### src/design/fetch_pkg.sv
package fetch_pkg;

	// ===================================================================
	// Fetch group shape
	// ===================================================================

	// Slots per fetch group, which the group struct is built around
	localparam int GROUP_SLOTS = 4;

	// One fetch address tagged with the branch number of its path
	typedef struct packed {
		logic [4:0]  bno;
		logic [31:0] pc;
	} fetch_pc_t;

	// A latched fetch group with one PC per slot
	// Slot 0 sits in the low word of the line
	typedef struct packed {
		fetch_pc_t [GROUP_SLOTS-1:0] slot_pc;
		logic [GROUP_SLOTS*32-1:0]   line;
	} fetch_group_t;

	// ===================================================================
	// Encodings and reset values
	// ===================================================================

	// No-operation instruction word (addi x0, x0, 0)
	localparam logic [31:0] NOP_INSTR = 32'h0000_0013;

	// First address fetched out of reset, aligned to a line
	localparam logic [31:0] RESET_PC = 32'h0000_1000;

	// Branch number that the reset path carries
	localparam logic [4:0] RESET_BNO = 5'd1;

endpackage
### src/design/fetch_top.sv
`timescale 1ns/1ps

module fetch_top import fetch_pkg::*; #(
	parameter int NUM_SLOTS     = 4,
	parameter int CACHE_LINES   = 16,
	parameter int WARMUP_CYCLES = 4
) (
	input  logic                    clk,
	input  logic                    rst,
	input  logic                    hold_i,
	input  logic                    redirect_i,
	input  fetch_pc_t               redirect_pc_i,
	input  logic                    fill_i,
	input  logic [31:0]             fill_addr_i,
	input  logic [NUM_SLOTS*32-1:0] fill_line_i,
	input  logic                    stomp_i,
	input  logic [4:0]              stomp_bno_i,
	input  logic                    nmi_i,
	input  logic                    micro_active_i,
	input  fetch_pc_t               micro_adr_i,
	output fetch_group_t            group_o,
	output logic                    group_valid_o,
	output logic                    fetch_stall_o
);

	fetch_pc_t               pc_cur;
	fetch_pc_t               lookup_pc;
	logic [NUM_SLOTS*32-1:0] cache_line;
	logic                    cache_hit;
	logic                    advance;
	logic                    stage_en;
	logic                    warm;

	// ===================================================================
	// Block connections
	// ===================================================================

	fetch_ctrl #(
		.WARMUP_CYCLES(WARMUP_CYCLES)
	) fetch_ctrl_i (
		.clk          (clk),
		.rst          (rst),
		.hold_i       (hold_i),
		.redirect_i   (redirect_i),
		.cache_hit_i  (cache_hit),
		.advance_o    (advance),
		.stage_en_o   (stage_en),
		.warm_o       (warm),
		.fetch_stall_o(fetch_stall_o)
	);

	fetch_pc_counter #(
		.NUM_SLOTS(NUM_SLOTS)
	) fetch_pc_counter_i (
		.clk          (clk),
		.rst          (rst),
		.advance_i    (advance),
		.redirect_i   (redirect_i),
		.redirect_pc_i(redirect_pc_i),
		.hold_i       (hold_i),
		.pc_o         (pc_cur)
	);

	// The cache reads the line that the stage is about to label
	// so micro-machine fetches see their own line
	assign lookup_pc = micro_active_i ? micro_adr_i : pc_cur;

	icache_lines #(
		.NUM_SLOTS  (NUM_SLOTS),
		.CACHE_LINES(CACHE_LINES)
	) icache_lines_i (
		.clk        (clk),
		.rst        (rst),
		.pc_i       (lookup_pc),
		.fill_i     (fill_i),
		.fill_addr_i(fill_addr_i),
		.fill_line_i(fill_line_i),
		.line_o     (cache_line),
		.hit_o      (cache_hit)
	);

	fetch_stage #(
		.NUM_SLOTS(NUM_SLOTS)
	) fetch_stage_i (
		.clk           (clk),
		.rst           (rst),
		.en_i          (stage_en),
		.warm_i        (warm),
		.pc_i          (pc_cur),
		.line_i        (cache_line),
		.hit_i         (cache_hit),
		.stomp_i       (stomp_i),
		.stomp_bno_i   (stomp_bno_i),
		.nmi_i         (nmi_i),
		.micro_active_i(micro_active_i),
		.micro_adr_i   (micro_adr_i),
		.group_o       (group_o),
		.group_valid_o (group_valid_o)
	);

endmodule

### src/design/fetch_stage.sv
`timescale 1ns/1ps

module fetch_stage import fetch_pkg::*; #(
	parameter int NUM_SLOTS = 4
) (
	input  logic                    clk,
	input  logic                    rst,
	input  logic                    en_i,
	input  logic                    warm_i,
	input  fetch_pc_t               pc_i,
	input  logic [NUM_SLOTS*32-1:0] line_i,
	input  logic                    hit_i,
	input  logic                    stomp_i,
	input  logic [4:0]              stomp_bno_i,
	input  logic                    nmi_i,
	input  logic                    micro_active_i,
	input  fetch_pc_t               micro_adr_i,
	output fetch_group_t            group_o,
	output logic                    group_valid_o
);

	localparam int LINE_W = NUM_SLOTS * 32;
	localparam logic [LINE_W-1:0] NOP_LINE = {NUM_SLOTS{NOP_INSTR}};

	// The group struct is laid out for a fixed slot count
	if (NUM_SLOTS != GROUP_SLOTS) begin : g_slot_check
		$error("fetch_stage slot count differs from the fetch group layout");
	end

	fetch_pc_t    base;
	fetch_group_t group_next;
	logic         null_line;

	// ===================================================================
	// Slot addresses
	// ===================================================================

	// The micro-machine takes over the fetch address while it runs
	assign base = micro_active_i ? micro_adr_i : pc_i;

	// Normal fetch gives each slot its own word address
	// In micro mode every slot repeats the micro address
	always_comb begin
		for (int k = 0; k < NUM_SLOTS; k++) begin
			group_next.slot_pc[k].bno = base.bno;
			if (micro_active_i)
				group_next.slot_pc[k].pc = base.pc;
			else
				group_next.slot_pc[k].pc = base.pc + 32'(4 * k);
		end
		group_next.line = line_i;
	end

	// ===================================================================
	// Line nulling
	// ===================================================================

	// Any of these turns the whole group into NOPs
	// Stomping only hits paths other than the surviving branch number
	assign null_line = !warm_i
		|| !hit_i
		|| (stomp_i && (base.bno != stomp_bno_i))
		|| nmi_i;

	// ===================================================================
	// Stage register
	// ===================================================================

	// Out of reset the group looks like a NOP fetch from the reset address
	always_ff @(posedge clk) begin
		if (rst) begin
			for (int k = 0; k < NUM_SLOTS; k++) begin
				group_o.slot_pc[k].bno <= RESET_BNO;
				group_o.slot_pc[k].pc <= RESET_PC + 32'(4 * k);
			end
			group_o.line <= NOP_LINE;
			group_valid_o <= 1'b0;
		end else if (en_i) begin
			group_o.slot_pc <= group_next.slot_pc;
			if (null_line) begin
				group_o.line <= NOP_LINE;
				group_valid_o <= 1'b0;
			end else begin
				group_o.line <= group_next.line;
				group_valid_o <= 1'b1;
			end
		end
	end

endmodule

### src/design/icache_lines.sv
`timescale 1ns/1ps

module icache_lines import fetch_pkg::*; #(
	parameter int NUM_SLOTS   = 4,
	parameter int CACHE_LINES = 16
) (
	input  logic                    clk,
	input  logic                    rst,
	input  fetch_pc_t               pc_i,
	input  logic                    fill_i,
	input  logic [31:0]             fill_addr_i,
	input  logic [NUM_SLOTS*32-1:0] fill_line_i,
	output logic [NUM_SLOTS*32-1:0] line_o,
	output logic                    hit_o
);

	localparam int LINE_W = NUM_SLOTS * 32;
	localparam int OFF_W = $clog2(NUM_SLOTS * 4);
	localparam int INDEX_W = $clog2(CACHE_LINES);
	localparam int TAG_W = 32 - INDEX_W - OFF_W;

	// Index bits come straight out of the address, so the depth must be 2**n
	if (CACHE_LINES != (1 << INDEX_W)) begin : g_depth_check
		$error("icache_lines needs a power of two line count");
	end

	logic [CACHE_LINES-1:0] valid;
	logic [TAG_W-1:0]       tag_mem [CACHE_LINES];
	logic [LINE_W-1:0]      data_mem [CACHE_LINES];

	logic [INDEX_W-1:0] rd_idx;
	logic [TAG_W-1:0]   rd_tag;
	logic [INDEX_W-1:0] wr_idx;
	logic [TAG_W-1:0]   wr_tag;

	// ===================================================================
	// Lookup
	// ===================================================================

	assign rd_idx = pc_i.pc[OFF_W +: INDEX_W];
	assign rd_tag = pc_i.pc[31 -: TAG_W];

	// Data is read unconditionally, the hit flag says whether to trust it
	assign line_o = data_mem[rd_idx];
	assign hit_o = valid[rd_idx] && (tag_mem[rd_idx] == rd_tag);

	// ===================================================================
	// Refill
	// ===================================================================

	assign wr_idx = fill_addr_i[OFF_W +: INDEX_W];
	assign wr_tag = fill_addr_i[31 -: TAG_W];

	// Only the valid bits are cleared, so stale tags are harmless
	always_ff @(posedge clk) begin
		if (rst)
			valid <= '0;
		else if (fill_i)
			valid[wr_idx] <= 1'b1;
	end

	always_ff @(posedge clk) begin
		if (fill_i) begin
			tag_mem[wr_idx] <= wr_tag;
			data_mem[wr_idx] <= fill_line_i;
		end
	end

	// Refills always carry a whole line starting at its first byte
	a_fill_aligned: assert property (
		@(posedge clk) disable iff (rst) fill_i |-> fill_addr_i[OFF_W-1:0] == '0
	);

	// A line just written is found on the next lookup of the same address
	a_fill_then_hit: assert property (
		@(posedge clk) disable iff (rst)
		fill_i |=> (pc_i.pc[31:OFF_W] != $past(fill_addr_i[31:OFF_W])) || hit_o
	);

endmodule

### src/design/fetch_pc_counter.sv
`timescale 1ns/1ps

module fetch_pc_counter import fetch_pkg::*; #(
	parameter int NUM_SLOTS = 4
) (
	input  logic      clk,
	input  logic      rst,
	input  logic      advance_i,
	input  logic      redirect_i,
	input  fetch_pc_t redirect_pc_i,
	input  logic      hold_i,
	output fetch_pc_t pc_o
);

	localparam int LINE_BYTES = NUM_SLOTS * 4;
	localparam int OFF_W = $clog2(LINE_BYTES);

	// Clears the byte offset within a line
	localparam logic [31:0] ALIGN_MASK = ~(32'(LINE_BYTES) - 32'd1);

	// ===================================================================
	// Fetch address register
	// ===================================================================

	// Nothing moves while downstream holds
	// A redirect wins over a normal step and brings its own branch number
	always_ff @(posedge clk) begin
		if (rst) begin
			pc_o.bno <= RESET_BNO;
			pc_o.pc <= RESET_PC;
		end else if (!hold_i) begin
			if (redirect_i) begin
				pc_o.bno <= redirect_pc_i.bno;
				pc_o.pc <= redirect_pc_i.pc & ALIGN_MASK;
			end else if (advance_i) begin
				pc_o.pc <= (pc_o.pc + 32'(LINE_BYTES)) & ALIGN_MASK;
			end
		end
	end

	// Every fetch address points at the start of a line
	a_pc_aligned: assert property (
		@(posedge clk) disable iff (rst) pc_o.pc[OFF_W-1:0] == '0
	);

endmodule

### src/design/fetch_ctrl.sv
`timescale 1ns/1ps

module fetch_ctrl #(
	parameter int WARMUP_CYCLES = 4
) (
	input  logic clk,
	input  logic rst,
	input  logic hold_i,
	input  logic redirect_i,
	input  logic cache_hit_i,
	output logic advance_o,
	output logic stage_en_o,
	output logic warm_o,
	output logic fetch_stall_o
);

	// Counter wide enough to reach the last warm-up cycle
	localparam int CNT_W = (WARMUP_CYCLES > 1) ? $clog2(WARMUP_CYCLES) : 1;
	localparam logic [CNT_W-1:0] WARM_LAST = CNT_W'(WARMUP_CYCLES - 1);

	typedef enum logic [1:0] {
		WARMUP,
		RUN,
		MISS
	} state_t;

	state_t state;
	state_t state_next;
	logic [CNT_W-1:0] warm_cnt;

	// ===================================================================
	// State sequencing
	// ===================================================================

	// WARMUP lasts exactly WARMUP_CYCLES clocks after reset
	// RUN drops into MISS on the first lookup that fails
	// MISS waits for the refill or gives up on a redirect
	always_comb begin
		state_next = state;
		case (state)
			WARMUP: begin
				if (warm_cnt == WARM_LAST)
					state_next = RUN;
			end
			RUN: begin
				if (!cache_hit_i && !redirect_i)
					state_next = MISS;
			end
			MISS: begin
				if (cache_hit_i || redirect_i)
					state_next = RUN;
			end
			default: state_next = WARMUP;
		endcase
	end

	always_ff @(posedge clk) begin
		if (rst)
			state <= WARMUP;
		else
			state <= state_next;
	end

	// The counter only runs while warming up and then parks
	always_ff @(posedge clk) begin
		if (rst)
			warm_cnt <= '0;
		else if (state == WARMUP)
			warm_cnt <= warm_cnt + 1'b1;
	end

	// ===================================================================
	// Outputs
	// ===================================================================

	assign warm_o = (state != WARMUP);

	// Downstream back-pressure freezes the stage register
	assign stage_en_o = !hold_i;

	// The PC only moves past a line that was actually delivered
	assign advance_o = warm_o && cache_hit_i && !hold_i;

	// A failed lookup stalls in the very cycle it is seen
	// and keeps stalling in MISS until the line turns up
	assign fetch_stall_o = warm_o && !cache_hit_i;

	// Back-pressure must never lose a line by stepping the PC
	a_no_advance_on_hold: assert property (
		@(posedge clk) disable iff (rst) hold_i |-> !advance_o
	);

endmodule

### config.mk
export PLATFORM = sky130hd
export DESIGN_NAME = fetch_top
export DESIGN_NICKNAME = d
export VERILOG_FILES = /design/src/design/fetch_pkg.sv /design/src/design/fetch_top.sv /design/src/design/fetch_stage.sv /design/src/design/icache_lines.sv /design/src/design/fetch_pc_counter.sv /design/src/design/fetch_ctrl.sv
export SDC_FILE = /design/constraint.sdc
export NUM_CORES = 2
export LEC_CHECK = 0
export ABC_CLOCK_PERIOD_IN_PS = 24900
export BUFFER_PORTS_ARGS = -buffer_cell sky130_fd_sc_hd__buf_2
export CAP_MARGIN = 20
export CORE_UTILIZATION = 56
export CTS_BUF_LIST = sky130_fd_sc_hd__clkbuf_4 sky130_fd_sc_hd__clkbuf_8
export DETAILED_ROUTE_END_ITERATION = 12
export PLACE_DENSITY_LB_ADDON = 0.1
export SLEW_MARGIN = 20
export SYNTH_ARGS = -nofsm -noshare
export SYNTH_HDL_FRONTEND = slang
export SYNTH_HIERARCHICAL = 1
export SYNTH_SLANG_ARGS = --single-unit
### constraint.sdc
create_clock -name clk -period 24.9 [get_ports clk]
set_input_delay 2.49 -clock clk [delete_from_list [all_inputs] [get_ports clk]]
set_output_delay 2.49 -clock clk [all_outputs]
set_load 0.02 [all_outputs]
==> impl_metrics.toml <==
[critical_path]
crit_type = "in -> out"
crit_path_start_kind = "primary input"
worstSetupStartpoint = "micro_active_i"
path_buf_inv = 4
cp.arrival_ps = 8190
cpPeakStageDelay_ps = 880
crit_chain = "buf_6 > mux2_8 > buf_4 > buf_4 > mux4_2 > mux2i_1 > and3_1 > a2111oi_0 > and4b_1 > nand4_1 > nor4_2 > nor2_1 > buf_2"
worst-r2r-cell-count = 15
cp_slowest_cell = "nor4_2"
worstReg2RegStart = "fetch_pc_counter_i/pc_o[5]$_SDFFE_PP0P_"
crit_end = "fetch_stall_o"
cp.depth = 13
crit_family = "buffers and inverters"
crit_path_frequent_cell = "buf_4"
r2r_setup_slack_ps = 17090
reg2reg_to = "fetch_stage_i/group_o[49]$_SDFFE_PP0P_"
cp-end-kind = "output port"
required_ps = 22410
critPathMaxFanout = 80

[layout]
synthToLayoutAreaGrowth_pct = 13.1
stdcell_area_um2 = 123000
layout.nets = 6471
fillers = 13300
drive_above_1_share_pct = 33.5

[sta]
rsz0062_at_grt = "no"
min_period_ps = 10680
finalMaxSlewViolations = 0
clock_skew_ps = 75.0
setup_violations = 0
worstMarginPinSlew_ps = 1180
hold_violations = 0
holdWs_ps = 447
final.setup.tns_ps = 0
fin_crit_sh_pct = 42.9
relSlewSlack_pct = 19.0
fmax_mhz = 93.6

[yosys]
synth_area_um2 = 109000
yosys_warnings = 6
syn_inst = 5526
postSynthAreaPerCell_um2 = 19.7

[power]
power_switching_share_pct = 22.5
irDropWorstVdd_mv = 0.0480
combPwrFrac_pct = 7.7
internal_power_mw = 7.59
clkPwrFrac_pct = 39.9
power.leakage_nw = 39.9
pwr-share-seq_pct = 52.4
p_sw_mw = 2.21
cellPowerDensity_nw_per_um2 = 79.8

[detailed_routing]
drtPass1Iterations = 6
ant_nets = 0
via_count = 58400
drt_wl_total_um = 286000
drc = 0
drtIter0Drc = 6255
viasPerCell = 6.40
wl_per_cell_um = 31.3

[floorplanning]
die_h_um = 443
pin_count = 525
die_area_um2 = 196000
fp-row-count = 161
core_um2 = 193000
dieWidth_um = 443
start_util_pct = 56.4

[global_route]
met2_usage_pct = 47.3
grt_busiest_layer = "met2"
grt_max_degree = 183
grt_pass1_vias = 58300
grtUsageTotal_pct = 29.1
grt_overflow_total = 0
grt_pass1_wl_um = 410000
grt_antenna_before_repair = 67
grtUsageMet1_pct = 39.3
grt_use_met3_pct = 5.10

[clock_tree]
cts_resized = 0
cts_tree = "built"
clk_path_buf_depth = 4
clkLatencyLatePin_ps = 1100
clock_sinks = 2739
hold_buffers = 0
cts_root_buf = "clkbuf_8"
clk_pin_slew_worst_paths_ps = 50
h-tree-depth = 5
postCtsSetupRepairBufs = 0
numCtsBuffers = 443

[hold_path]
hold_path_class = "reg -> reg"

[place]
numPortBuffers = 516
dp_hpwl_um = 154000
gp_congestion = 0.936
placed_area_um2 = 114000

[run]
drv_cap = 0

[outcome]
outcome = "finished, final reports clean"
[worst min path at each step]
stage / from / to / cells after the start / slack [ps]
2_1_floorplan: icache_lines_i/valid[14]$_SDFFE_PP0P_ / icache_lines_i/valid[14]$_SDFFE_PP0P_ / 2 / 430
3_3_place_gp: fetch_stage_i/group_o[178]$_SDFFE_PP0P_ / fetch_stage_i/group_o[178]$_SDFFE_PP0P_ / 2 / 430
6_report: fetch_stage_i/group_o[220]$_SDFFE_PP0P_ / fetch_stage_i/group_o[220]$_SDFFE_PP0P_ / 2 / 450
4_1_cts: fetch_stage_i/group_o[256]$_SDFFE_PP0P_ / fetch_stage_i/group_o[256]$_SDFFE_PP0P_ / 2 / 450
5_1_grt: fetch_stage_i/group_o[183]$_SDFFE_PP0P_ / fetch_stage_i/group_o[183]$_SDFFE_PP0P_ / 2 / 470
3_5_place_dp: fetch_stage_i/group_o[183]$_SDFFE_PP0P_ / fetch_stage_i/group_o[183]$_SDFFE_PP0P_ / 2 / 440
[placed cells by master, fill, tap and decap left out, types with 16 or more instances in the layout]
master,n
edfxtp_1,2432
mux4_2,709
clkbuf_8,522
buf_2,513
dfxtp_1,307
clkbuf_4,167
nand4_1,156
nand2b_1,150
nor2_1,148
a31oi_1,139
nand2_1,135
nand3b_1,134
mux2i_1,108
buf_4,104
a21oi_1,76
nand3_1,60
clkinv_1,58
a211oi_1,53
o21ai_0,50
clkinv_2,48
xnor2_1,47
nor2b_1,32
xor2_1,30
mux2_4,25
diode_2,16
or2_2,16
o211ai_1,16
[final cells by class]
cell class / count / area, um2 / share of cell area (%)
inverters: 16 / 75.1 / 0.0611
repair buffers: 634 / 3660 / 2.98
clock buffers: 689 / 8440 / 6.87
clock inverters: 114 / 628 / 0.511
multi-input cells: 2384 / 27700 / 22.6
well taps: 2526 / 3160 / 2.57
diodes: 16 / 40.0 / 0.0326
flip-flops and latches: 2739 / 79200 / 64.4
[worst register-to-register path, cell delays in order (launching register included)]
cell and delay (ps):
dfxtp_1 310, buf_4 330, mux2_8 760, buf_4 670, buf_4 910, mux4_2 420, mux2i_1 140, and3_1 250
a2111oi_0 380, and4b_1 300, nand4_1 130, nor4_2 880, and4b_4 910, buf_12 670, nand4_1 440, a31oi_1 250
[metrics by stage]
| step | utilization [%] | power, mW | cells | setup WS, ps |
|---|---|---|---|---|
| final | 63.8 | 9.80 | 9118 | 14220 |
| after global routing | 63.8 | 10.1 | 9112 | 13900 |
| after CTS | 63.8 | 9.87 | 9099 | 14170 |
| after detailed placement | 59.1 | 5.99 | 8296 | 14170 |
| after global placement | 59.0 | 5.97 | 8295 | 14250 |
| after floorplan | - | 5.73 | 5529 | 10740 |
[layer usage]
metal  up-vias  wire (um)
met5         -        162
met4        24      12100
met3       634      21700
met2      2694     140000
met1     30600     111000
li1      24400          -
[registers in the layout (all words and copies together), names as in the netlist]
register / cells
fetch_stage_i/group_o: 253
fetch_ctrl_i/warm_cnt: 2
fetch_stage_i/group_valid_o: 1
icache_lines_i/valid: 16
icache_lines_i/tag_mem: 384
icache_lines_i/data_mem: 2048
fetch_pc_counter_i/pc_o: 33
fetch_ctrl_i/state: 2
[power by group through the flow]
stage | sequential, mW | combinational, mW | clock [mW]
floorplan | 5.25 | 0.479 | 0
global placement | 5.23 | 0.744 | 0
detailed placement | 5.23 | 0.753 | 0
CTS | 5.14 | 0.754 | 3.98
global route | 5.14 | 0.794 | 4.16
finish | 5.14 | 0.750 | 3.91
(Power assumes the default switching activity.)
